**src/ark_defines.svh**
```systemverilog
// Beam limits, pixel phase, CPU address map and memory sizes shared by the core RTL
`ifndef ARK_DEFINES_SVH
`define ARK_DEFINES_SVH

// ============================================================
// Beam counter limits
// ============================================================

// Horizontal counter reloads here after the last count
`define ARK_H_START 9'd128
`define ARK_H_END 9'd511

// Vertical limits before the centering offset is subtracted
`define ARK_V_BASE 9'd248
`define ARK_V_END_BASE 9'd511

// Value of the 3-bit divider at which the beam advances one pixel
`define ARK_PIX_PHASE 3'd4

// ============================================================
// Memory sizes and CPU address map
// ============================================================

// Video RAM holds 2K words, so 11 word address bits
`define ARK_VRAM_AW 11

// Upper address nibble of each decoded region
`define ARK_REG_VRAM 4'hE
`define ARK_REG_IO 4'hD

// I/O select codes taken from address bits 4:3
`define ARK_IO_LATCH 2'd1
`define ARK_IO_WDOG 2'd2
`define ARK_IO_SPIN 2'd3

`endif

```
**src/ark_video_pkg.sv**
```systemverilog
// Video-side types for the beam position, the sync outputs and the tile-fetch result
package ark_video_pkg;

	// One 9-bit beam count, shared by the horizontal and vertical counters
	typedef logic [8:0] beam_cnt_t;

	// Beam state broadcast from the timing generator to every peer
	typedef struct packed {
		beam_cnt_t h_cnt;
		beam_cnt_t v_cnt;
		// High for one clock at each pixel step
		logic pix_cen;
		// Game vblank, low during the vertical blanking interval
		logic n_vblank;
	} beam_t;

	// Sync and blanking outputs, hsync and blanks active high, vsync active low
	typedef struct packed {
		logic hsync;
		logic vsync;
		logic csync;
		logic hblank;
		logic vblank;
	} sync_out_t;

	// Graphics ROM address, tile code followed by the line within the tile
	typedef struct packed {
		logic [10:0] code;
		logic [2:0] line;
	} gfx_addr_t;

endpackage

```
**src/video_timing.sv**
```systemverilog
// Beam timing generator, makes the pixel step, beam counters, sync, blanking and game vblank
`timescale 1ns/1ns

`include "ark_defines.svh"

module video_timing import ark_video_pkg::*; (
	input logic clk_48m,
	input logic rst_n_i,
	input logic [2:0] v_center_i,
	output beam_t beam_o,
	output sync_out_t sync_o
);

	// Sync and blanking windows in beam counts
	localparam logic [6:0] HS_LO = 7'd47;
	localparam logic [6:0] HS_HI = 7'd80;
	localparam beam_cnt_t HB_LO = 9'd137;
	localparam beam_cnt_t HB_HI = 9'd266;
	localparam beam_cnt_t VB_LO = 9'd271;
	localparam beam_cnt_t VB_HI = 9'd495;

	logic [2:0] div;
	logic pix_cen;
	beam_cnt_t h_cnt;
	beam_cnt_t v_cnt;
	beam_cnt_t v_start;
	beam_cnt_t v_end;
	logic old_v4;
	logic n_vblank;

	// Centering moves both the reload and the wrap point up by the same amount
	assign v_start = `ARK_V_BASE - {6'd0, v_center_i};
	assign v_end = `ARK_V_END_BASE - {6'd0, v_center_i};

	// One pixel step in every eight clocks
	assign pix_cen = (div == `ARK_PIX_PHASE);

	// ============================================================
	// Beam counters
	// ============================================================

	always_ff @(posedge clk_48m) begin
		if (!rst_n_i) begin
			div <= 3'd0;
			h_cnt <= `ARK_H_START;
			v_cnt <= v_start;
		end else begin
			div <= div + 3'd1;
			if (pix_cen) begin
				if (h_cnt == `ARK_H_END) begin
					h_cnt <= `ARK_H_START;
				end else begin
					h_cnt <= h_cnt + 9'd1;
				end
				// The line advances as h leaves its reload value
				if (h_cnt == `ARK_H_START) begin
					if (v_cnt == v_end) begin
						v_cnt <= v_start;
					end else begin
						v_cnt <= v_cnt + 9'd1;
					end
				end
			end
		end
	end

	// Game vblank samples the top line bits each time v bit 4 rises
	// so it drops at line 496 and returns on the first rise after the wrap
	always_ff @(posedge clk_48m) begin
		if (!rst_n_i) begin
			old_v4 <= 1'b1;
			n_vblank <= 1'b1;
		end else begin
			old_v4 <= v_cnt[4];
			if (!old_v4 && v_cnt[4]) begin
				n_vblank <= ~(&v_cnt[7:5]);
			end
		end
	end

	// ============================================================
	// Outputs
	// ============================================================

	assign beam_o.h_cnt = h_cnt;
	assign beam_o.v_cnt = v_cnt;
	assign beam_o.pix_cen = pix_cen;
	assign beam_o.n_vblank = n_vblank;

	assign sync_o.hsync = ~h_cnt[8] && (h_cnt[6:0] > HS_LO) && (h_cnt[6:0] < HS_HI);
	// Vsync is low for the first eight lines of the frame
	assign sync_o.vsync = ~((v_cnt >= v_start) && (v_cnt <= v_start + 9'd7));
	assign sync_o.csync = sync_o.hsync ^ sync_o.vsync;
	assign sync_o.hblank = (h_cnt > HB_LO) && (h_cnt < HB_HI);
	assign sync_o.vblank = (v_cnt < VB_LO) || (v_cnt > VB_HI);

endmodule

```
**config.mk**
```make
export PLATFORM = sky130hd
export DESIGN_NAME = video_timing
export DESIGN_NICKNAME = d
export VERILOG_FILES = /design/src/ark_video_pkg.sv /design/src/video_timing.sv
export VERILOG_INCLUDE_DIRS = /design/src /design/src/src
export SDC_FILE = /design/constraint.sdc
export NUM_CORES = 1
export LEC_CHECK = 0
export BUFFER_PORTS_ARGS = -buffer_cell sky130_fd_sc_hd__buf_2
export CORE_ASPECT_RATIO = 2
export CORE_MARGIN = 2
export CORE_UTILIZATION = 46
export DETAILED_ROUTE_END_ITERATION = 8
export GPL_TIMING_DRIVEN = 1
export PLACE_DENSITY = 0.65
export SLEW_MARGIN = 20
export SYNTH_ARGS = -nofsm -noshare
export SYNTH_HDL_FRONTEND = slang
export SYNTH_SLANG_ARGS = --single-unit
```
**constraint.sdc**
```tcl
create_clock -name clk_48m -period 7.6 [get_ports clk_48m]
set_clock_uncertainty 0.05 [all_clocks]
set_input_delay 1.52 -clock clk_48m [delete_from_list [all_inputs] [get_ports clk_48m]]
set_output_delay 1.52 -clock clk_48m [all_outputs]
set_load 0.05 [all_outputs]
```
## Word level (Yosys, flattened, before mapping)

Cells that the tools add are included.

| cells by class | value |
|---|---|
| bitwise gates (word level) | 4 |
| add/sub/neg operators | 6 |
| equal/unequal tests | 6 |
| reduce and logical (&&, ||, !) cells | 9 |
| muxes and demuxes | 5 |
| order comparisons | 8 |

Operators with widths:

| cell | count |
|---|---|
| 2-to-1 mux 9 bit | 5 |
| adder 9 x 1 -> 9 bit (second input constant) | 2 |
| < comparator 9 bit (second input constant) | 2 |
| adder 9 x 3 -> 9 bit (second input constant) | 1 |
| equality test 9 x 8 -> 1 bit (second input constant) | 1 |
| equality test 9 bit | 1 |
| equality test 9 bit (second input constant) | 1 |
| >= comparator 9 bit | 1 |
| > comparator 9 x 8 -> 1 bit (second input constant) | 1 |
| > comparator 9 bit (second input constant) | 1 |
| <= comparator 9 bit | 1 |
| subtractor 8 x 3 -> 9 bit (first input constant) | 1 |
| > comparator 7 x 6 -> 1 bit (second input constant) | 1 |
| < comparator 7 bit (second input constant) | 1 |
| logical AND 1 bit | 5 |
| subtractor 1 x 4 -> 5 bit (first input constant) | 1 |
| != test 2 x 1 -> 1 bit (second input constant) | 2 |
| adder 3 x 1 -> 3 bit (second input constant) | 1 |
| equality test 3 bit (second input constant) | 1 |
| NOT 1 bit | 3 |
| AND reduction 3 bit | 1 |
| AND reduction 2 bit | 1 |
| logical NOT 1 bit | 1 |
| logical OR 1 bit | 1 |
| XOR 1 bit | 1 |

| word-level totals | value |
|---|---|
| register bits after elaboration | 23 |
| logic and storage cells | 43 |
| output and inout bits | 25 |
| bits of input ports | 5 |

## Depth between registers and ports, before layout

| depth | value |
|---|---|
| word-level depth | 6 |
| mapped depth | 13 |
| depth with buffers taken out | 13 |

## Worst setup path after synthesis

Ideal clock, no wire load.

| path | value |
|---|---|
| path type | input -> output |
| start | input v_center_i[0] |
| end | output sync_o[2] (netlist name) |
| setup slack | 1.749 ns |
| arrival time | 4.281 ns |
| stages | 11 |
| path buffers | 0 |
| path through | inv_1 ha_1 xor2_2 nand3_1 ha_1 ha_1 a211o_1 a41o_1 o221ai_2 nand3_2 xor2_1 |

RTL lines:

| what | line | text |
|---|---|---|
| start: declaration | video_timing.sv:9 | `input logic [2:0] v_center_i,` |
| end: declaration | video_timing.sv:11 | `output sync_out_t sync_o` |

==> metrics.yaml <==
finish:
  filler_cell_count: 334
  layout.cell_area.non_filler_um2: 1850
  antenna-diode-count: 0
  fin_util: 0.542
  final_cell_mix: "buf_2, nand2_1, ha_1"
  layout.cells.most_common: "buf_2"
  flip_flop_and_latch_area_um2: 551
  final_cells: 263
  final_nets: 241
  layout-area-overhead-vs-synth_pct: 13.0
  share_of_cells_above_drive_strength_1: 0.167
  area_of_the_multi_input_gates_um2: 993
global_routing:
  first_global_vias: 1405
  grt_remaining_overflow: 0
  groute.usage.overall: 0.205
  grt_start_max_net_pins: 15
  first_pass_grt_wire_length_mm: 6.12
  antenna_found_initial: 0
setup_path:
  worstPathRequired_ns: 6.03
  kind_of_end_point_of_the_critical_path: "primary output"
  crit_family: "compound AO/OA/AOI/OAI gates"
  critPathMaxStageDelay_ns: 0.30
  worstPathBufferInverterCount: 3
  timing.critical_path.slowest_stage_cell: "a211o_1"
  cp_cell_sequence: "buf_2, inv_1, ha_1, xor2_2, nand3_1, ha_1, ha_1, a211o_1, a41o_1, o221ai_2, nand3_2, xor2_1, buf_2"
  timing.critical_path.arrival_ns: 4.06
  timing_worst_setup_path_type: "in -> out"
  timing.critical_path.mode_cell: "ha_1"
  setup.worst_path.start_class: "primary input"
  crit_path_max_fo: 5
  reg2reg_slack_ns: 5.53
power:
  combPwrFrac: 0.282
  switchingPower_mw: 0.102
  share_seq_of_total_power: 0.476
  worst_vdd_rail_ir_drop_mv: 0.101
  total_leakage_power_nw: 0.802
  power_frac_clock: 0.241
  post_layout_power_mw: 0.302
  power.density_cell_area_nw_per_um2: 163
  switching_share: 0.339
  intPower_mw: 0.200
floorplanning:
  io_pins: 30
  core_region_area_um2: 3420
  starting_density_of_the_core: 0.479
  rows: 30
  die-height_um: 88.4
  die_area_um2: 4080
  die_width_um: 46.2
outcome:
  outcome: "complete, no violations"
logic_synthesis:
  synth_fp_nets: 215
  synthesis.area_um2: 1640
  ys.flop_type: "dfxtp_1"
  asyncSetResetFlopFracSynth: 0
  synth-seq-area-share: 0.336
  yosys_warnings: 0
  syn_inst: 190
  synth.ff_latch_count: 23
  synth_edf_count: 9
  netlist-cell-type-count: 39
  syn_avg_cell_area_um2: 8.62
sta:
  slew-limit-headroom: 0.714
  whs_ns: 0.399
  fin_crit_ns: 5.63
  slew_viol_final: 0
  final_critical_path_setup_slack_ns: 1.97
  worst_slew_pin_slew_ns: 0.429
  totalNegativeSetupSlack_ns: 0
  rsz_0062_raised_after_global_routing: "no"
  setup_violations: 0
  period_utilization: 0.741
  max_freq_mhz: 178
  final_hold_viol_count: 0
placed_design:
  dp_slack_ns: 1.99
  place.port_buffers: 29
  dpl_cell_area_um2: 1810
  hpwl_mm: 3.09
  dpl.cell_count: 259
  gpl.final_weighted_congestion: 0.797
drt:
  post-route-drc-count: 0
  ant_nets: 0
  wire_per_inst_um: 14.6
  first_iter_violations: 28
  dr.pass1.iters: 4
  vias_per_cell: 5.43
  detailroute.via_count: 1427
  drt-total-wl_mm: 3.85
clock_network:
  cts_hold_buf: 0
  cts-htree-levels: 1
  clock_tree.root_cell: "clkbuf_8"
  worst_setup_hold_path_clk_slew_ns: 0.07
  cts_setup_buffers: 0
  cts.repair.resized: 0
  cts_tree: "built"
  clkLatencyLatePin_ns: 0.26
  numClockSinks: 23
  cts-buffers-inserted: 3
  cts_buffer_depth: 2
job:
  maxCapViolCount: 0
hold_path:
  worst_hold_path_type: "reg -> reg"
cells by family (layout without fill, tap and decap cells):
family,after synthesis,in the layout,share of synthesized area
multiplexers,1,1,0.00611
buffers and inverters,22,47,0.0573
flip-flops,23,23,0.336
AO/OA/AOI/OAI,33,33,0.134
XOR/XNOR,17,17,0.0955
adder cells (fa/ha/maj),20,20,0.153
AND/OR/NAND/NOR,74,74,0.218
power groups by stage:
stage          logic [mW]  registers (mW)  clock network [mW]
6_report           0.0853           0.144              0.0730
5_1_grt            0.0936           0.145              0.0831
4_1_cts            0.0860           0.144              0.0769
3_5_place_dp       0.0856           0.147                   0
3_3_place_gp       0.0820           0.146                   0
2_1_floorplan      0.0548           0.156                   0
worst reg2reg max path: stages (launching register included):
cell      delay, ns
edfxtp_1       0.40
inv_1          0.09
ha_1           0.34
nand3_1        0.11
o41a_1         0.59
nand2_1        0.12
o21ai_0        0.10
flip-flops by register name (all words and copies together), names as in the netlist:
| name | flops |
|---|---|
| old_v4 | 1 |
| v_cnt | 9 |
| h_cnt | 9 |
| n_vblank | 1 |
| div | 3 |
metal layers:
metal  vias up  GRT usage  share of wire
li1        713          -              -
met1       675      0.195           0.38
met2        31      0.395           0.57
met3         8     0.0245          0.026
met4         0      0.101          0.023
met5         -          0              0
final timing paths:
path,startpoint,to,cells past startpoint
worst max register to register,v_cnt[0]$_DFFE_PP_,v_cnt[0]$_DFFE_PP_,6
worst min register to register,div[0]$_SDFF_PN0_,div[0]$_SDFF_PN0_,1
worst max-delay path,v_center_i[0],sync_o[2],13
worst min-delay path,div[0]$_SDFF_PN0_,div[0]$_SDFF_PN0_,1
cell usage after synthesis, drive strengths merged, types with 3 or more instances:
cell type,n,share of area
o221ai,3,0.020
nor2b,3,0.011
or3,3,0.011
xnor2,5,0.027
nand4,6,0.023
a21oi,8,0.024
nand3,12,0.040
ha,20,0.15
inv,12,0.027
edfxtp,9,0.17
nand2,25,0.057
o21ai,11,0.034
dfxtp,14,0.17
buf,5,0.018
xor2,12,0.069
clkbuf,4,0.0092
nor2,14,0.032
cell type report:
| class | instances | share of cell area |
|---|---|---|
| Inverter | 13 | 0.0264 |
| Multi-Input combinational cell | 145 | 0.537 |
| Sequential cell | 23 | 0.297 |
| Tap cell | 48 | 0.0325 |
| Clock buffer | 4 | 0.0243 |
| Timing Repair Buffer | 30 | 0.0825 |
Note: power is estimated with default switching activity, not from simulation.
