[src/ark_defines.svh]
// Beam limits, pixel phase, CPU address map and memory sizes shared by the core RTL
`ifndef ARK_DEFINES_SVH
`define ARK_DEFINES_SVH

// ============================================================
// Beam counter limits
// ============================================================

// Horizontal counter reloads here after the last count
`define ARK_H_START 9'd128
`define ARK_H_END 9'd511

// Vertical limits before the centering offset is subtracted
`define ARK_V_BASE 9'd248
`define ARK_V_END_BASE 9'd511

// Value of the 3-bit divider at which the beam advances one pixel
`define ARK_PIX_PHASE 3'd4

// ============================================================
// Memory sizes and CPU address map
// ============================================================

// Video RAM holds 2K words, so 11 word address bits
`define ARK_VRAM_AW 11

// Upper address nibble of each decoded region
`define ARK_REG_VRAM 4'hE
`define ARK_REG_IO 4'hD

// I/O select codes taken from address bits 4:3
`define ARK_IO_LATCH 2'd1
`define ARK_IO_WDOG 2'd2
`define ARK_IO_SPIN 2'd3

`endif

[src/ark_cpu_pkg.sv]
// CPU-side types for the bus, the decoded video RAM request, the player controls and the latch
package ark_cpu_pkg;

	`include "ark_defines.svh"

	// Plain CPU bus, all strobes active high levels
	typedef struct packed {
		logic [15:0] addr;
		logic [7:0] wdata;
		logic rd;
		logic wr;
		logic iack;
	} cpu_bus_t;

	// Video RAM access decoded from the bus
	typedef struct packed {
		logic [`ARK_VRAM_AW-1:0] addr;
		// Byte select 0 picks bits 15:8 and 1 picks bits 7:0
		logic byte_sel;
		logic rd;
		logic wr;
	} vram_req_t;

	// Cabinet controls as they arrive at the board
	typedef struct packed {
		logic coin1;
		logic coin2;
		logic shot;
		logic service;
		logic tilt;
		logic start1;
		logic start2;
		// Bit 0 is the count clock and bit 1 the direction
		logic [1:0] spinner;
	} ctrl_in_t;

	// Main latch bits still used by the video side
	typedef struct packed {
		logic vflip;
		logic hflip;
	} main_latch_t;

endpackage

[src/ark_video_pkg.sv]
// Video-side types for the beam position, the sync outputs and the tile-fetch result
package ark_video_pkg;

	// One 9-bit beam count, shared by the horizontal and vertical counters
	typedef logic [8:0] beam_cnt_t;

	// Beam state broadcast from the timing generator to every peer
	typedef struct packed {
		beam_cnt_t h_cnt;
		beam_cnt_t v_cnt;
		// High for one clock at each pixel step
		logic pix_cen;
		// Game vblank, low during the vertical blanking interval
		logic n_vblank;
	} beam_t;

	// Sync and blanking outputs, hsync and blanks active high, vsync active low
	typedef struct packed {
		logic hsync;
		logic vsync;
		logic csync;
		logic hblank;
		logic vblank;
	} sync_out_t;

	// Graphics ROM address, tile code followed by the line within the tile
	typedef struct packed {
		logic [10:0] code;
		logic [2:0] line;
	} gfx_addr_t;

endpackage

[src/tile_fetch.sv]
// Tile fetcher, forms flip-adjusted video RAM addresses and latches graphics ROM addresses
`timescale 1ns/1ns

`include "ark_defines.svh"

module tile_fetch import ark_video_pkg::*, ark_cpu_pkg::*; (
	input logic clk_48m,
	input logic rst_n_i,
	input beam_t beam_i,
	input main_latch_t latch_i,
	output logic [`ARK_VRAM_AW-1:0] vid_addr_o,
	input logic [15:0] vid_data_i,
	output gfx_addr_t gfx_addr_o
);

	beam_cnt_t h_x;
	beam_cnt_t v_x;
	logic old_h0;
	gfx_addr_t gfx_q;

	// Flip simply inverts the beam counts
	assign h_x = beam_i.h_cnt ^ {9{latch_i.hflip}};
	assign v_x = beam_i.v_cnt ^ {9{latch_i.vflip}};

	// Tile row from v and tile column from h, only in the active region
	assign vid_addr_o = beam_i.h_cnt[8] ? {1'b0, v_x[7:3], h_x[7:3]} : '0;

	// The word fetched during the odd step is latched once h turns even
	always_ff @(posedge clk_48m) begin
		if (!rst_n_i) begin
			old_h0 <= 1'b0;
			gfx_q <= '0;
		end else begin
			old_h0 <= beam_i.h_cnt[0];
			if (old_h0 && !beam_i.h_cnt[0] && beam_i.h_cnt[8]) begin
				gfx_q.code <= vid_data_i[10:0];
				gfx_q.line <= v_x[2:0];
			end
		end
	end

	assign gfx_addr_o = gfx_q;

endmodule

[config.mk]
export PLATFORM = sky130hd
export DESIGN_NAME = tile_fetch
export DESIGN_NICKNAME = d
export VERILOG_FILES = /design/src/ark_cpu_pkg.sv /design/src/ark_video_pkg.sv /design/src/tile_fetch.sv
export VERILOG_INCLUDE_DIRS = /design/src /design/src/src
export SDC_FILE = /design/constraint.sdc
export NUM_CORES = 1
export LEC_CHECK = 0
export ABC_AREA = 1
export BUFFER_PORTS_ARGS = -buffer_cell sky130_fd_sc_hd__buf_2
export CAP_MARGIN = 10
export CORE_MARGIN = 4
export CORE_UTILIZATION = 38
export CTS_CLUSTER_SIZE = 28
export DETAILED_ROUTE_END_ITERATION = 8
export PLACE_DENSITY = 0.75
export SYNTH_ARGS = -nofsm -noshare
export SYNTH_HDL_FRONTEND = slang
export SYNTH_SLANG_ARGS = --single-unit
[constraint.sdc]
create_clock -name clk_48m -period 1.2 [get_ports clk_48m]
set_input_delay 0.24 -clock clk_48m [delete_from_list [all_inputs] [get_ports clk_48m]]
set_output_delay 0.24 -clock clk_48m [all_outputs]
set_load 0.03 [all_outputs]
Word level (Yosys, flattened, before mapping)

Index checks and enable logic that the tools add are counted.

Output and inout port bits: 25
Register bits: 15
Word-level logic and storage cells: 9
Input port bits: 40

Reductions and logical operators: 3
Multiplexer cells: 1
Bitwise logic cells: 2

Operator list:

| operator          | number |
|---|---|
| XOR 8 bit         | 2 |
| 2-to-1 mux 10 bit | 1 |
| logical AND 1 bit | 2 |
| zero test 1 bit   | 1 |

Logic depth before layout (Yosys ltp)

Gate-level depths: netlist of the first run.

Depth in word-level cells: 3
Mapped depth: 6
Gate-level depth less buffers: 5

Worst setup path before layout of the first run

OpenSTA, ideal clock, no wires.

Path type: input -> output
Start: input latch_i[0] (netlist name)
End: output vid_addr_o[0]
Required time: 0.960 ns
Path buffers: 1
Path slack: -0.032 ns
Arrival: 0.992 ns
Cell stages on the path: 3
Cell sequence: clkbuf_1 > nor2_1 > nor2_1

Word-level cells in the longest chain between the ends: 2

RTL lines:

| element            | line             | RTL |
|---|---|---|
| start: declaration | tile_fetch.sv:10 | `input main_latch_t latch_i,` |
| XOR 8 bit          | tile_fetch.sv:22 | `assign h_x = beam_i.h_cnt ^ {9{latch_i.hflip}};` |
| 2-to-1 mux 10 bit  | tile_fetch.sv:26 | `assign vid_addr_o = beam_i.h_cnt[8] ? {1'b0, v_x[7:3], h_x[7:3]} : '0;` |
| end: declaration   | tile_fetch.sv:11 | `` output logic [`ARK_VRAM_AW-1:0] vid_addr_o, `` |

No other way between the ends.

Worst setup path in the final report of the first run

Start: input latch_i[1] (netlist name)
End: output vid_addr_o[5]

Word-level cells in the longest chain between the ends: 2

RTL lines:

| element           | line             | RTL |
|---|---|---|
| XOR 8 bit         | tile_fetch.sv:23 | `assign v_x = beam_i.v_cnt ^ {9{latch_i.vflip}};` |
| 2-to-1 mux 10 bit | tile_fetch.sv:26 |  |

No other way between the ends.

==> summary.txt, run 1 <==
Finish
  • Nets: 241
  • Fin util: 0.5606
  • # fillers: 223
  • Share of cells above drive strength 1: 0.3150
  • Layout area overhead: 35.02%
  • Antenna diode count: 0

Worst setup path
  • Crit path kind: primary input to output port
  • CP endpoint kind: output port
  • Cell breakdown of the critical path: buf_2 -> nand2_1 -> nand2_1 -> nor2_1 -> buf_2
  • Crit path launch: latch_i[1]
  • Crit-path slowest cell: buf_2
  • Required time worst endpoint: 960 ps
  • Worst R2R Setup Slack: 240 ps
  • Worst-path fanout max: 14
  • Bufs and invs on worst path: 2
  • CP delay by family, top: buffers and inverters
  • Critical Path Sink: vid_addr_o[5]
  • CP peak stage delay: 200 ps
  • R2R cell count: 3
  • Worst path depth: 5
  • Data arrival, critical path: 830 ps
  • R2R Path Start: old_h0$_SDFF_PN0_
  • Setup crit start kind: primary input
  • Reg2reg end: gfx_addr_o[3]$_SDFFE_PN0P_

Drt
  • DRC: 0
  • Number of DRC markers in iteration 0: 9
  • Routed len/inst: 8.670 µm
  • Final antenna-violating net count: 0
  • Drt pass-1 iters: 4
  • Vias/cell: 4.220
  • Drt total wl: 1968 µm
  • Detailed-route via count: 958

Timing
  • Fin. max-slew vios: 0
  • Total negative slack: 0 ps
  • Fin Clk Skew: 2.216 ps
  • Count of final setup violators: 0
  • Fmax: 0.9374 GHz
  • RSZ-0062 raised after global routing: false
  • Min Tclk post-route: 1067 ps
  • Final Cycle Share: 0.8890
  • Final hold violations: 0
  • Final hold slack: 149.6 ps

Hold path
  • Hold path startpoint: beam_i[11]
  • HP Class: primary input to flop

GRT
  • Tot GR Track Use: 0.1416
  • Largest net degree at the start of global routing: 29
  • Vias in the first global route: 850
  • First-pass GRT wire length: 3194 µm
  • Antenna violations before repair: 0
  • Grt ovf: 0

Clock network
  • Worst-path clk slew: 90 ps
  • Clk_lat worst skew: 280 ps
  • H-tree levels: 1
  • Largest buffer count on any clock path: 2
  • Clock Sinks: 15
  • Root Driver: clkbuf_4
  • # resized after CTS: 0
  • CTS tree: built
  • Hold Buf Count CTS: 0
  • Clock buffer count from CTS: 3
  • Post CTS Setup Buffer Count: 0

Yosys
  • Synth Warn #: 0
  • Library cells used by synthesis: 10
  • Post-Syn Area per Cell: 5.597 µm²
  • Cells after Synth: 150
  • Syn_nets: 190
  • Flops & latches, synth: 15
  • Mapped Area: 839.6 µm²
  • Sequential share of the synthesized area: 0.3577

Power and ir drop
  • Leak Pwr: 0.7432 nW
  • Peak VDD IR: 0.5249 mV
  • Pwr Total: 1.098 mW
  • Power Dens Cells: 969.0 mW/mm²

Place
  • IO Port Bufs: 53
  • Routability congestion estimate: 0.7269
  • Dpl hpwl: 1554 µm

Floorplan
  • Top Ports: 65
  • Floorplan core area: 0.002022 mm²
  • Die W: 55.01 µm
  • Initial Utilization: 0.4152
  • Full die area: 0.003026 mm²
  • Std-Cell Rows: 16
  • Die height: 55.01 µm

Job
  • Max-Cap Viols: 0

Outcome
  • Status: finished, final reports clean
[cells in the mapped netlist]
library cell  number  share of area
nand2_1           58           0.26
nor2_1            48           0.21
inv_1             20          0.089
dfxtp_1           15           0.36
buf_2              3          0.018
buf_4              2          0.018
buf_6              1          0.013
clkbuf_1           1         0.0045
conb_1             1         0.0045
nand3_4            1          0.021
[placed cells by master, fill, tap and decap left out, drive strengths merged]
cell,n
clkbuf,3
dfxtp,15
nand2,58
nor2,48
nand3,1
clkinv,1
conb,1
inv,20
buf,53
[registers in the layout, indices dropped and copies added (netlist names)]
| signal | flops |
|---|---|
| old_h0 | 1 |
| gfx_addr_o | 14 |
[report_power, final]
| part | switching [mW] | total, mW | internal [mW] |
|---|---|---|---|
| combinational | 0.193 | 0.291 | 0.0981 |
| sequential | 0.00849 | 0.525 | 0.516 |
| clock | 0.159 | 0.283 | 0.123 |
| total | 0.361 | 1.10 | 0.738 |
[cell families (layout without fill, tap and decap cells)]
kind of cell	after synthesis	in the layout	share of synthesized area
flip-flops	15	15	0.3577
AND/OR/NAND/NOR	107	107	0.4948
buffers and inverters	27	77	0.1431
other	1	1	0.004467
[metrics by stage]
step           setup WS, ps  area, µm²  cells
3_5_place_dp          78.25       1106    223
4_1_cts               108.6       1134    227
5_1_grt               59.84       1134    227
6_report              133.2       1134    227
3_3_place_gp          126.4       1106    223
2_1_floorplan         61.08      852.1    150
[worst reg2reg max path: stages (launching register included)]
cell and delay [ps]:
dfxtp_1 360, nand3_4 250, nor2_1 190, nor2_1 60
[routing by layer]
metal	global-route usage	up-vias	part of all wire
met5	0	-	0
met3	0.04021	2	0.12
met1	0.1424	393	0.42
met4	0.06478	0	0.0066
met2	0.2657	39	0.45
li1	-	524	-
[worst min-delay path by stage]
stage / endpoint / cells past startpoint
after global placement: old_h0$_SDFF_PN0_ / 3
after CTS: old_h0$_SDFF_PN0_ / 3
final: old_h0$_SDFF_PN0_ / 3
after detailed placement: old_h0$_SDFF_PN0_ / 3
after global routing: old_h0$_SDFF_PN0_ / 3
after floorplan: old_h0$_SDFF_PN0_ / 2
[final cells by class]
type / instances / area, µm² / share of cell area
clock buffer: 3 / 22.52 / 0.01987
clock inverter: 1 / 5.005 / 0.004415
inverter: 20 / 75.07 / 0.06623
multi-input combinational: 108 / 431.7 / 0.3808
sequential: 15 / 300.3 / 0.2649
tap: 27 / 33.78 / 0.02980
timing repair buffer: 53 / 265.3 / 0.2340
Power figures use the tool's default switching activity.
==> inputs of run 2 (changes only) <==
PLACE_DENSITY = 0.77   (was 0.75)
==> run 2 against run 1 <==
Routed wire length increased by 3.7%. Setup slack worse by 4.5 ps. Via count up 1.5%. Hold slack better by 15 ps. Power down 0.17%. Clock skew hardly changed. Core utilization decreased by 0.062 points. Critical path depth down 1. First-iteration DRC count is 22% higher. Die area did not move. Sequential share of layout area about the same. Largest power group unchanged.
==> summary.txt, run 2 (synthesized netlist as in run 1, its figures left out) <==
GRT
  • Vias in the first global route: 811 (was 850)
  • GRT Max-Usage Layer: met2 (unchanged)
  • Antenna violations before repair: 0 (unchanged)
  • GRT met3 Usage: 0.04021 (unchanged)
  • Met1 Use GR: 0.1317 (was 0.1424)
  • Met2 GRT Util: 0.2638 (was 0.2657)
  • Tot GR Track Use: 0.1362 (was 0.1416)
  • Largest net degree at the start of global routing: 29 (unchanged)
  • First-pass GRT wire length: 3056 µm (was 3194 µm)
  • Grt ovf: 0 (unchanged)

Clock network
  • CTS tree: built (unchanged)
  • Hold Buf Count CTS: 0 (unchanged)
  • Root Driver: clkbuf_4 (unchanged)
  • Clock Sinks: 15 (unchanged)
  • Post CTS Setup Buffer Count: 0 (unchanged)
  • Clk_lat worst skew: 280 ps (about the same)
  • Largest buffer count on any clock path: 2 (unchanged)
  • Clock buffer count from CTS: 3 (unchanged)
  • H-tree levels: 1 (unchanged)
  • # resized after CTS: 0 (unchanged)
  • Worst-path clk slew: 80 ps (was 90 ps)

Worst setup path
  • Setup crit start kind: primary input (unchanged)
  • Bufs and invs on worst path: 2 (unchanged)
  • Worst R2R Setup Slack: 230 ps (was 240 ps)
  • CP delay by family, top: buffers and inverters (unchanged)
  • CP endpoint kind: output port (unchanged)
  • Worst-path fanout max: 14 (unchanged)
  • Cell breakdown of the critical path: buf_2 -> nor2_1 -> nor2_1 -> buf_2 (was buf_2 -> nand2_1 -> nand2_1 -> nor2_1 -> buf_2)
  • Reg2reg end: gfx_addr_o[0]$_SDFFE_PN0P_ (was gfx_addr_o[3]$_SDFFE_PN0P_)
  • Critical Path Sink: vid_addr_o[7] (was vid_addr_o[5])
  • Crit path launch: latch_i[1] (unchanged)
  • R2R Path Start: old_h0$_SDFF_PN0_ (unchanged)
  • R2R cell count: 3 (unchanged)
  • Crit-path slowest cell: buf_2 (unchanged)
  • CP peak stage delay: 210 ps (was 200 ps)
  • Crit path kind: primary input to output port (unchanged)
  • Required time worst endpoint: 960 ps (about the same)
  • Data arrival, critical path: 830 ps (about the same)
  • Worst path depth: 4 (was 5)

Timing
  • RSZ-0062 raised after global routing: false (unchanged)
  • Count of final setup violators: 0 (unchanged)
  • Final Cycle Share: 0.8928 (was 0.8890)
  • Final hold slack: 164.4 ps (was 149.6 ps)
  • Total negative slack: 0 ps (unchanged)
  • Fin. max-slew vios: 0 (unchanged)
  • Setup ws final: 128.7 ps (was 133.2 ps)
  • Fin Clk Skew: 2.360 ps (was 2.216 ps)
  • Min Tclk post-route: 1071 ps (was 1067 ps)
  • Fmax: 0.9334 GHz (was 0.9374 GHz)
  • Final hold violations: 0 (unchanged)

Place
  • Place WS: 87.06 ps (was 78.25 ps)
  • IO Port Bufs: 53 (unchanged)
  • Routability congestion estimate: 0.7244 (was 0.7269)
  • Dpl hpwl: 1600 µm (was 1554 µm)
  • Dpl cell area: 0.001106 mm² (unchanged)

Floorplan
  • Floorplan core area: 0.002022 mm² (unchanged)
  • Full die area: 0.003026 mm² (unchanged)
  • Die height: 55.01 µm (unchanged)
  • Die W: 55.01 µm (unchanged)
  • Initial Utilization: 0.4152 (unchanged)
  • Std-Cell Rows: 16 (unchanged)
  • Top Ports: 65 (unchanged)

Hold path
  • HP Class: primary input to flop (unchanged)

Drt
  • DRC: 0 (unchanged)
  • Detailed-route via count: 972 (was 958)
  • Vias/cell: 4.282 (was 4.220)
  • Drt total wl: 2040 µm (was 1968 µm)
  • Final antenna-violating net count: 0 (unchanged)
  • Drt pass-1 iters: 4 (unchanged)
  • Number of DRC markers in iteration 0: 11 (was 9)
  • Routed len/inst: 8.987 µm (was 8.670 µm)

Job
  • Max-Cap Viols: 0 (unchanged)

Finish
  • Post-route cell area: 0.001132 mm² (was 0.001134 mm²)
  • # fillers: 213 (was 223)
  • Most common cell after layout, fill and taps aside: nand2_1 (unchanged)
  • Antenna diode count: 0 (unchanged)
  • Nets: 241 (unchanged)
  • Commonest cells after routing, fill and taps aside: nand2_1 (58), buf_2 (53), nor2_1 (43) (unchanged)
  • Number of flip-flops in the largest register: 14 (unchanged)
  • Share of cells above drive strength 1: 0.3100 (was 0.3150)
  • Layout area overhead: 34.87% (was 35.02%)

Power and ir drop
  • Pwr Total: 1.097 mW (was 1.098 mW)
  • Leak Pwr: 0.7405 nW (was 0.7432 nW)
  • Power Dens Cells: 968.5 mW/mm² (was 969.0 mW/mm²)
  • Peak VDD IR: 0.8322 mV (was 0.5249 mV)

Outcome
  • Status: finished, final reports clean (unchanged)
==> run 2: final cells by class <==
class                      count  area (µm²)  share of cell area
inverter                      20       75.07             0.06630
timing repair buffer          53       265.3              0.2343
tap                           27       33.78             0.02983
clock buffer                   4       26.28             0.02320
multi-input combinational    108       431.7              0.3812
sequential                    15       300.3              0.2652
==> run 2: report_power, final <==
part           switching [mW]  internal (mW)  total, mW
clock                   0.150          0.129      0.279
sequential            0.00846          0.516      0.524
combinational           0.195         0.0982      0.293
total                   0.354          0.743       1.10
==> run 2: stage by stage <==
step                      utilization  cells
after floorplan                     -    150
after global placement         0.5470    223
after detailed placement       0.5470    223
after CTS                      0.5600    227
after global routing           0.5600    227
final                          0.5600    227
==> run 2: how the worst min path moves through the flow <==
stage                    start                 to  slack, ps  depth (start not counted)
floorplan           beam_i[11]  old_h0$_SDFF_PN0_        330                          2
global placement    beam_i[11]  old_h0$_SDFF_PN0_        440                          3
detailed placement  beam_i[11]  old_h0$_SDFF_PN0_        450                          3
CTS                 beam_i[11]  old_h0$_SDFF_PN0_        150                          3
global route        beam_i[11]  old_h0$_SDFF_PN0_        150                          3
finish              beam_i[11]  old_h0$_SDFF_PN0_        160                          3
==> run 2: tightest hold or removal path, stage by stage <==
cell     delay [ps]
buf_2            90
nand2_1          40
inv_1            40
==> run 2: per-layer routing <==
metal / vias up / routed length [µm]
li1: 524 / -
met1: 399 / 835
met2: 47 / 920
met3: 2 / 272
met4: 0 / 12
met5: - / 0
