===== config.mk =====
export PLATFORM = sky130hd
export DESIGN_NAME = cpu_supervisor
export DESIGN_NICKNAME = d
export VERILOG_FILES = /design/src/ark_video_pkg.sv /design/src/cpu_supervisor.sv
export SDC_FILE = /design/constraint.sdc
export NUM_CORES = 1
export LEC_CHECK = 0
export BUFFER_PORTS_ARGS = -buffer_cell sky130_fd_sc_hd__buf_2
export CAP_MARGIN = 10
export CORE_MARGIN = 2
export CORE_UTILIZATION = 30
export CTS_CLUSTER_SIZE = 20
export DETAILED_ROUTE_END_ITERATION = 7
export SETUP_SLACK_MARGIN = 0.2
export SYNTH_ARGS = -nofsm -noshare
export SYNTH_HDL_FRONTEND = slang
export SYNTH_SLANG_ARGS = --single-unit

===== constraint.sdc =====
create_clock -name clk_48m -period 1.6 [get_ports clk_48m]
set_clock_uncertainty 0.05 [all_clocks]
set_input_delay 0.16 -clock clk_48m [delete_from_list [all_inputs] [get_ports clk_48m]]
set_output_delay 0.16 -clock clk_48m [all_outputs]
set_load 0.03 [all_outputs]

===== src/ark_video_pkg.sv =====
// Video-side types for the beam position, the sync outputs and the tile-fetch result
package ark_video_pkg;

	// One 9-bit beam count, shared by the horizontal and vertical counters
	typedef logic [8:0] beam_cnt_t;

	// Beam state broadcast from the timing generator to every peer
	typedef struct packed {
		beam_cnt_t h_cnt;
		beam_cnt_t v_cnt;
		// High for one clock at each pixel step
		logic pix_cen;
		// Game vblank, low during the vertical blanking interval
		logic n_vblank;
	} beam_t;

	// Sync and blanking outputs, hsync and blanks active high, vsync active low
	typedef struct packed {
		logic hsync;
		logic vsync;
		logic csync;
		logic hblank;
		logic vblank;
	} sync_out_t;

	// Graphics ROM address, tile code followed by the line within the tile
	typedef struct packed {
		logic [10:0] code;
		logic [2:0] line;
	} gfx_addr_t;

endpackage


===== src/cpu_supervisor.sv =====
// CPU supervisor, raises the vblank interrupt and holds the CPU in reset on watchdog expiry
`timescale 1ns/1ns

module cpu_supervisor import ark_video_pkg::*; #(
	parameter int WDOG_BITS = 8
) (
	input logic clk_48m,
	input logic rst_n_i,
	input beam_t beam_i,
	input logic iack_i,
	input logic wdog_clr_i,
	output logic int_n_o,
	output logic cpu_reset_n_o
);

	logic old_nvblank;
	logic nvblank_rise;
	logic nvblank_fall;
	logic int_n_q;
	logic [WDOG_BITS-1:0] wdog_cnt;

	assign nvblank_rise = !old_nvblank && beam_i.n_vblank;
	assign nvblank_fall = old_nvblank && !beam_i.n_vblank;

	always_ff @(posedge clk_48m) begin
		if (!rst_n_i) begin
			old_nvblank <= 1'b1;
			int_n_q <= 1'b1;
			wdog_cnt <= '0;
		end else begin
			old_nvblank <= beam_i.n_vblank;
			// Acknowledge wins over a new request in the same clock
			if (iack_i) begin
				int_n_q <= 1'b1;
			end else if (nvblank_rise) begin
				int_n_q <= 1'b0;
			end
			// Watchdog counts frames until the game clears it
			if (wdog_clr_i) begin
				wdog_cnt <= '0;
			end else if (nvblank_fall) begin
				wdog_cnt <= wdog_cnt + 1'b1;
			end
		end
	end

	assign int_n_o = int_n_q;
	assign cpu_reset_n_o = rst_n_i & ~wdog_cnt[WDOG_BITS-1];

endmodule


* Yosys cells after proc, flatten, opt, wreduce, memory -nomap -nowiden *
Index checks and enable logic that the tools add are counted.

word-level totals
  register bits = 10
  bits of input ports = 24
  output and inout bits = 2
  logic and storage cells = 13

cells by class
  add/sub/neg operators = 1
  bitwise operators = 3
  reductions and logical operators = 6

operator list
  operator                                      count
  adder 8 x 1 -> 8 bit (second input constant)  1
  OR reduction 2 bit                            2
  logical AND 1 bit                             2
  zero test 1 bit                               2
  NOT 1 bit                                     2
  bitwise AND 1 bit                             1

* Logic depth before layout (Yosys ltp) *
Gate-level depths: netlist (run 1).

  depth after elaboration = 2
  depth in mapped cells = 4
  mapped depth without buffers = 4

* Least setup slack after synthesis (run 1) *
OpenSTA, ideal clock, no wires.

  kind = reg2reg
  from = reg old_nvblank
  to = reg wdog_cnt[5]
  library setup time = 0.070 ns
  arrival = 1.144 ns
  data required time = 1.480 ns
  setup slack = 0.336 ns
  stages on the path, launching flop included = 5
  buffers on the path = 1
  clock period less this slack = 1.264 ns
  cell sequence = dfxtp_1 > nand2b_1 > buf_6 > or4_1 > a21oi_1

on the way
  longest elaborated chain between the ends = 1

RTL lines
  item                    RTL line              text
  from (decl)             cpu_supervisor.sv:16  logic old_nvblank;
  from (signal assigned)  cpu_supervisor.sv:31  old_nvblank <= beam_i.n_vblank;
  logical AND 1 bit       cpu_supervisor.sv:23  assign nvblank_fall = old_nvblank && !beam_i.n_vblank;
  to (signal assigned)    cpu_supervisor.sv:42  wdog_cnt <= wdog_cnt + 1'b1;
  to (decl)               cpu_supervisor.sv:20  logic [WDOG_BITS-1:0] wdog_cnt;

No other way between the ends.
A chain may end at the register's enable or synchronous reset.

* Worst setup path in the final report (run 1) *
  from = reg wdog_cnt[0]
  to = reg wdog_cnt[6]

on the way
  longest elaborated chain between the ends = 1

RTL lines
  item                  RTL line
  adder 8 x 1 -> 8 bit  cpu_supervisor.sv:42

No other way between the ends.

==> out/metrics.yaml, run 1 <==
outcome: "finished, final reports clean"
syn_area_per_cell_sq_um: 9.07
clkTransAtPathRegs_ns: 0.06
clockBufferDepth: 2
cp.required_ns: 1.74
drc: 0
synth.top_cell.area_share: 0.460
cp_slowest_cell: "or3_1"
power_frac_clock: 0.439
ff2ff_setup_slack_ns: 0.30
initial_core_util: 0.326
p_int_mw: 0.403
relSlewSlack: 0.793
antenna_cells: 0
p_sw_mw: 0.105
crit_arrival_ns: 1.45
ant_nets: 0
synthesis.nets: 73
worstMarginPinSlew_ns: 0.311
cp-end-kind: "flop"
cp.depth: 4
rsz0062_at_grt: "false"
die_h_um: 42.1
power_density_nw_per_um2: 983
leakagePower_nw: 0.184
drt_pass1_iterations: 4
whs_path_depth: 2
combPwrFrac: 0.057
rows: 13
viasPerCell: 4.94
r2r_end: "wdog_cnt[6]$_SDFFE_PP0P_"
tritoncts: "done"
critical_path_class: "flop to flop"
worstRegToRegCells: 4
report.final.slew_viol_count: 0
grt_pass1_vias: 339
ctsHoldBuffers: 0
gr-total-overflow: 0
post-route-period-util: 0.815
placed_area_sq_um: 469
finalPower_mw: 0.508
crit_fanout: 4
nets: 82
fin_area_sq_um: 517
grt_pass1_wl_um: 1310
core-area_sq_um: 1330
ios: 26
reg2reg_from: "wdog_cnt[0]$_SDFFE_PP0P_"
max_freq_mhz: 767
synth.top_cells.by_area: "dfxtp_1, a21oi_1, o21ai_0, xor2_1, nand3b_1"
cp_top_family: "simple AND/OR/NAND/NOR gates"
globalplace.congestion: 0.699
cts-buffers-inserted: 3
worstHoldStart: "iack_i"
hold_violations: 0
drt_iter0_markers: 4
max-vdd-ir-drop_v: 0.000587
yosys_warnings: 0
setup_tns_ns: 0
io_buffer_count: 6
slowest_delay_ns: 0.38
hold_class: "input pin to flop"
wirelength_um: 722
min_to: "int_n_o$_SDFFE_PP1P_"
cp_cell_sequence: "ha_1 -> nand4b_1 -> or3_1 -> a21oi_1"
layout_min_cycle_time_ns: 1.30
dieArea_sq_um: 1770
syn_area_sq_um: 435
cp.buffers_inverters: 0
wire_per_inst_um: 10.2
htreeDepth: 1
yosysUniqueCellTypes: 21
maxCapViolCount: 0
yosysSeqAreaShare: 0.460
synth_cells: 48
track_usage: 0.101
cts.sink_count: 10
synth_largest_area_cell: "dfxtp_1"
area_delta_synth_final_pct: 18.7
vias: 351
die-width_um: 42.1
antenna_found_initial: 0
root_buffer: "clkbuf_4"
drive_gt1_frac: 0.286
setup_violations: 0
power_frac_seq: 0.505
setup.worst_path.start: "wdog_cnt[0]$_SDFFE_PP0P_"
swShare: 0.206
grt_start_max_net_pins: 9
ys_ff_latch: 10
startpoint_type: "flop"
clkLatencyLatePin_ns: 0.26
## power groups by stage
stage | Clock, mW | Sequential [mW] | Combinational, mW
finish | 0.223 | 0.256 | 0.0287
global route | 0.247 | 0.257 | 0.0332
CTS | 0.234 | 0.255 | 0.0287
detailed placement | 0 | 0.261 | 0.0284
global placement | 0 | 0.261 | 0.0280
floorplan | 0 | 0.262 | 0.0211
## per-stage QoR
stage | worst slack [ns] | instances | hold slack [ns] | util
after detailed placement | 0.236 | 67 | 0.305 | 0.352
after floorplan | 0.336 | 48 | 0.179 | -
after CTS | 0.220 | 71 | 0.0275 | 0.379
after global placement | 0.262 | 67 | 0.297 | 0.352
after global routing | 0.204 | 71 | 0.0395 | 0.387
final | 0.297 | 71 | 0.0379 | 0.387
## final cells by class
class / count / area (sq um)
Fill cell: 137 / 817
Multi-Input combinational cell: 34 / 220
Sequential cell: 10 / 204
Clock buffer: 4 / 36.3
Timing Repair Buffer: 6 / 30.0
Tap cell: 15 / 18.8
Inverter: 2 / 7.51
## state kept, by name (all words and copies together) (netlist names)
name         cells
int_n_o          1
old_nvblank      1
wdog_cnt         8
## Yosys cell counts
library cell	n
dfxtp_1	10
or4_1	2
or3_2	1
or3_1	2
inv_1	2
nand2b_1	2
nand4b_1	1
nor2_1	3
nand3_1	2
a21oi_1	5
o31ai_1	2
nor2b_1	1
ha_1	1
mux2i_1	1
xor2_1	2
nand2_1	2
nand4_1	1
buf_6	1
clkbuf_1	1
o21ai_0	4
nand3b_1	2
## worst reg2reg max path, cell delays in order (launching register included)
cell and delay, ns:
dfxtp_2 0.35, ha_1 0.17, nand4b_1 0.16, or3_1 0.38
a21oi_1 0.14
## logic make-up after synthesis
logic type                 after synthesis  share of synthesized area
DFF                                     10                      0.460
and+or+nand+nor                         19                      0.259
adders and majority gates                1                     0.0287
xor gates and xnor gates                 2                     0.0402
buffers and inverters                    4                     0.0517
AOI/OAI and AO/OA                       11                      0.138
muxes                                    1                     0.0230
## routing by layer
metal,track usage,vias up,wire length [um]
met2,0.172,7,351
li1,-,188,-
met1,0.0995,156,336
met4,0.0375,0,0
met3,0.0647,0,35
met5,0,-,0
## repair_timing
| action | in CTS | in global routing |
|---|---|---|
| buffers inserted | 0 | 0 |
| endpoints found under the setup margin | 0 | 5 |
| gates resized for setup | 0 | 5 |
## placed cells by master, fill, tap and decap left out, types with 3 or more instances in the layout
cell / count
o21ai_0: 4
dfxtp_2: 3
buf_2: 6
dfxtp_1: 7
a21oi_1: 5
clkbuf_4: 3
nor2_1: 3
## worst max-delay path by stage
stage | slack, ns | to
2_1_floorplan | 0.34 | wdog_cnt[5]$_SDFFE_PP0P_
3_3_place_gp | 0.26 | wdog_cnt[5]$_SDFFE_PP0P_
3_5_place_dp | 0.24 | wdog_cnt[5]$_SDFFE_PP0P_
4_1_cts | 0.22 | wdog_cnt[7]$_SDFFE_PP0P_
5_1_grt | 0.20 | wdog_cnt[5]$_SDFFE_PP0P_
6_report | 0.30 | wdog_cnt[6]$_SDFFE_PP0P_
(Power assumes the default switching activity.)
==> run 2: changes to the inputs <==
==> constraint.sdc (replaced) <==
create_clock -name clk_48m -period 1.1 [get_ports clk_48m]
set_clock_uncertainty 0.05 [all_clocks]
set_input_delay 0.11 -clock clk_48m [delete_from_list [all_inputs] [get_ports clk_48m]]
set_output_delay 0.11 -clock clk_48m [all_outputs]
set_load 0.03 [all_outputs]
==> run 2 against run 1 <==
Effect of this change: the run now ends with setup timing left; maximum frequency is 7.0% higher; via count is 18% higher; combinational power grew to 2.5 times the previous value; setup slack worse by 0.41 ns; largest power group unchanged; clock-buffer cell count stayed put; first-iteration DRC count stayed put.
==> out/metrics.yaml, run 2 (same netlist as run 1, synthesis figures left out) <==
outcome: "finished with violations"
violations: "setup timing"
reg2reg_from: "wdog_cnt[5]$_SDFFE_PP0P_"
finalPower_mw: 0.776
drc: 0
root_buffer: "clkbuf_4"
grt_pass1_wl_um: 1550
ios: 26
cp.required_ns: 1.25
worstMarginPinSlew_ns: 0.318
max-vdd-ir-drop_v: 0.000656
multi_input_area_sq_um: 244
cp_slowest_cell: "or4_1"
max_freq_mhz: 821
fill_cells: 132
min_to: "int_n_o$_SDFFE_PP1P_"
wirelength_um: 959
grt_pass1_vias: 372
ff2ff_setup_slack_ns: -0.12
layout_min_cycle_time_ns: 1.22
dieArea_sq_um: 1770
hold_slack_ns: 0.0118
leakagePower_nw: 0.267
whs_path_depth: 2
clkTransAtPathRegs_ns: 0.07
grt_start_max_net_pins: 9
power_density_nw_per_um2: 1120
critical_path_class: "flop to flop"
hold_violations: 0
worstRegToRegCells: 3
initial_core_util: 0.326
vias: 413
relSlewSlack: 0.788
cp.buffers_inverters: 1
globalplace.congestion: 0.756
area_delta_synth_final_pct: 58.6
rows: 13
clkLatencyLatePin_ns: 0.27
rsz0062_at_grt: "true"
drive_gt1_frac: 0.529
track_usage: 0.121
cts-buffers-inserted: 3
drt_pass1_iterations: 2
io_buffer_count: 6
clockBufferDepth: 2
ant_nets: 0
die_h_um: 42.1
largest_register_ffs: 8
crit_arrival_ns: 1.36
ff_latch_area_sq_um: 220
setup_violations: 5
hold_class: "input pin to flop"
cts.sink_count: 10
r2r_end: "wdog_cnt[5]$_SDFFE_PP0P_"
worstHoldStart: "rst_n_i"
nets: 96
tritoncts: "done"
gr-total-overflow: 0
core-area_sq_um: 1330
regMostFlops: "wdog_cnt"
drt_iter0_markers: 4
antenna_cells: 0
dpl.hpwl_um: 626
viasPerCell: 4.86
crit_fanout: 3
cp_cell_sequence: "buf_6 -> or4_1 -> a21oi_1"
report.final.slew_viol_count: 0
timing.final.ws_setup_ns: -0.118
startpoint_type: "flop"
antenna_found_initial: 0
maxCapViolCount: 0
cp-end-kind: "flop"
final_common_cell: "buf_4"
die-width_um: 42.1
final_cell_mix: "buf_4, dfxtp_2, a21oi_1, buf_6"
setup_tns_ns: -0.531
post-route-period-util: 1.11
slowest_delay_ns: 0.52
cp_top_family: "simple AND/OR/NAND/NOR gates"
wire_per_inst_um: 11.3
htreeDepth: 1
run 2: cell count changes in the layout (fill, tap and decap cells not counted), moves of 2 or more:
cell	previous run	this run
buf_4	0	9
dfxtp_1	7	0
buf_6	0	5
dfxtp_2	3	7
dfxtp_4	0	3
buf_2	6	4
dlygate4sd3_1	0	2
run 2: area by class of cell:
type	count	share of cell area
Clock buffer	4	0.0525
Inverter	2	0.0109
Multi-Input combinational cell	34	0.353
Timing Repair Buffer	20	0.237
Tap cell	15	0.0272
Sequential cell	10	0.319
run 2: worst reg2reg max path, cell delays in order (launching register included):
cell	delay, ns
dfxtp_2	0.34
buf_6	0.11
or4_1	0.52
a21oi_1	0.13
run 2: per-layer routing:
layer / track usage / up-vias / wire length, um
li1: - / 217 / -
met3: 0.0647 / 2 / 32
met2: 0.181 / 5 / 489
met5: 0 / - / 0
met1: 0.140 / 189 / 426
met4: 0.0563 / 0 / 10
run 2: repair_timing:
action	4_1_cts	5_1_grt
endpoints found under the hold margin	2	0
endpoints found under the setup margin	10	10
gates resized for setup	9	6
pin swaps	3	3
hold buffers	2	0
buffers inserted	1	3
run 2: stage by stage:
stage	instance area (sq um)	utilization	worst slack, ns	instances
floorplan	465	-	-0.0560	48
global placement	559	0.419	-0.0967	75
detailed placement	559	0.419	-0.120	75
CTS	651	0.488	-0.132	82
global route	691	0.518	-0.218	85
finish	691	0.518	-0.118	85
run 2: how the worst max path moves through the flow:
| stage | from | end | slack (ns) | depth (start not counted) |
|---|---|---|---|---|
| after floorplan | wdog_cnt[1]$_SDFFE_PP0P_ | wdog_cnt[5]$_SDFFE_PP0P_ | -0.06 | 3 |
| after global placement | wdog_cnt[5]$_SDFFE_PP0P_ | wdog_cnt[7]$_SDFFE_PP0P_ | -0.1 | 3 |
| after detailed placement | wdog_cnt[1]$_SDFFE_PP0P_ | wdog_cnt[4]$_SDFFE_PP0P_ | -0.12 | 4 |
| after CTS | wdog_cnt[4]$_SDFFE_PP0P_ | wdog_cnt[7]$_SDFFE_PP0P_ | -0.13 | 3 |
| after global routing | wdog_cnt[1]$_SDFFE_PP0P_ | wdog_cnt[4]$_SDFFE_PP0P_ | -0.22 | 4 |
| final | wdog_cnt[5]$_SDFFE_PP0P_ | wdog_cnt[5]$_SDFFE_PP0P_ | -0.12 | 3 |
run 2: report_power, final:
group	switching, mW	total (mW)	internal, mW
Combinational	0.0311	0.0722	0.0412
Sequential	0.00641	0.369	0.363
Clock	0.134	0.335	0.201
==> run 3: changes to the inputs <==
--- a/config.mk
+++ b/config.mk
@@ -9,6 +9,7 @@
 export CAP_MARGIN = 10
 export CORE_MARGIN = 2
 export CORE_UTILIZATION = 30
+export CTS_BUF_LIST = sky130_fd_sc_hd__clkbuf_8 sky130_fd_sc_hd__clkbuf_16
 export CTS_CLUSTER_SIZE = 20
 export DETAILED_ROUTE_END_ITERATION = 7
 export SETUP_SLACK_MARGIN = 0.2
==> run 3 against run 2 <==
Effect of this change: the run still ends with setup timing left; final cell count decreased by 2.4%; largest cell class unchanged; critical path depth unchanged; via count shrank 2.7%; cell area decreased by 0.72%; maximum frequency is 0.49% higher; global-route usage is 0.53 points higher.
==> out/metrics.yaml, run 3 (same netlist as run 1, synthesis figures left out) <==
fill_cells: 129
track_usage: 0.126
grt_pass1_vias: 383
max_freq_mhz: 825
die-width_um: 42.1
worstRegToRegCells: 3
cp-end-kind: "flop"
leakagePower_nw: 0.268
ff2ff_setup_slack_ns: -0.11
setup.worst_path.start: "wdog_cnt[5]$_SDFFE_PP0P_"
die_h_um: 42.1
slowest_delay_ns: 0.52
io_buffer_count: 6
hold_violations: 0
drt_pass1_iterations: 4
crit_fanout: 3
max-vdd-ir-drop_v: 0.000767
ctsHoldBuffers: 0
startpoint_type: "flop"
regMostFlops: "wdog_cnt"
maxCapViolCount: 0
grt_pass1_wl_um: 1610
report.final.slew_viol_count: 0
wirelength_um: 931
cp-endpoint: "wdog_cnt[5]$_SDFFE_PP0P_"
relSlewSlack: 0.771
ios: 26
timing.final.ws_setup_ns: -0.112
drt_iter0_markers: 15
wire_per_inst_um: 11.2
clkLatencyLatePin_ns: 0.24
cp_top_family: "simple AND/OR/NAND/NOR gates"
finalPower_mw: 0.899
antenna_found_initial: 0
outcome: "finished with violations"
cts-buffers-inserted: 3
dieArea_sq_um: 1770
power_density_nw_per_um2: 1310
post-route-period-util: 1.10
layout_min_cycle_time_ns: 1.21
violations: "setup timing"
setup_violations: 5
final_cell_mix: "buf_4, dfxtp_2, a21oi_1, buf_6"
rsz0062_at_grt: "true"
cp_slowest_cell: "or4_1"
fin_util: 0.514
worstMarginPinSlew_ns: 0.344
initial_core_util: 0.326
r2r_end: "wdog_cnt[5]$_SDFFE_PP0P_"
globalplace.congestion: 0.756
dpl.hpwl_um: 626
core-area_sq_um: 1330
grt_start_max_net_pins: 9
clkTransAtPathRegs_ns: 0.05
final_common_cell: "buf_4"
crit_arrival_ns: 1.32
cp.buffers_inverters: 1
rows: 13
clockBufferDepth: 2
root_buffer: "clkbuf_8"
cp_cell_sequence: "buf_6 -> or4_1 -> a21oi_1"
vias: 402
hold_class: "input pin to flop"
ant_nets: 0
cts.sink_count: 10
cp.required_ns: 1.21
drive_gt1_frac: 0.529
gr-total-overflow: 0
largest_register_ffs: 8
tritoncts: "done"
cp.depth: 3
nets: 94
reg2reg_from: "wdog_cnt[5]$_SDFFE_PP0P_"
fin_area_sq_um: 686
placed_area_sq_um: 559
area_delta_synth_final_pct: 57.5
viasPerCell: 4.84
critical_path_class: "flop to flop"
drc: 0
antenna_cells: 0
htreeDepth: 1
==> run 3: layer usage <==
layer  vias to the layer above  share of wire  wire length [um]  GRT usage
li1                        213              -                 -          -
met1                       184           0.47               438      0.135
met2                         3           0.48               451      0.197
met3                         2          0.033                31     0.0647
met4                         0          0.011                10     0.0750
met5                         -              0                 0          0
==> run 3: layout make-up <==
type	count	area [sq um]	share of cell area
multi-input combinational	34	244	0.356
sequential	10	216	0.316
tap	15	18.8	0.0274
inverter	2	7.51	0.0109
clock buffer	4	55.1	0.0803
timing repair buffer	18	144	0.210
==> run 3: worst min-delay path by stage <==
stage | from | endpoint | cells after the start
floorplan | rst_n_i | old_nvblank$_SDFF_PN1_ | 1
global placement | iack_i | int_n_o$_SDFFE_PP1P_ | 2
detailed placement | iack_i | int_n_o$_SDFFE_PP1P_ | 2
CTS | iack_i | int_n_o$_SDFFE_PP1P_ | 2
global route | iack_i | int_n_o$_SDFFE_PP1P_ | 2
finish | iack_i | int_n_o$_SDFFE_PP1P_ | 2
==> run 3: per-stage QoR <==
step           worst slack, ns  TNS [ns]  hold slack (ns)  cells
2_1_floorplan          -0.0560    -0.172            0.129     48
3_3_place_gp           -0.0967    -0.409            0.248     75
3_5_place_dp            -0.120    -0.510            0.253     75
4_1_cts                 -0.127    -0.549          0.00757     80
5_1_grt                 -0.190    -0.827          0.00180     83
6_report                -0.112    -0.508           0.0134     83
==> run 3: repair_timing <==
action / in CTS / in global routing
endpoints found under the setup margin: 10 / 10
gates resized for setup: 7 / 6
pin swaps: 3 / 4
buffers inserted: 1 / 3
==> run 3: power by group <==
part	internal [mW]	switching (mW)	total, mW
Clock	0.315	0.146	0.461
Sequential	0.365	0.00636	0.372
Combinational	0.0365	0.0300	0.0665
Total	0.717	0.182	0.899
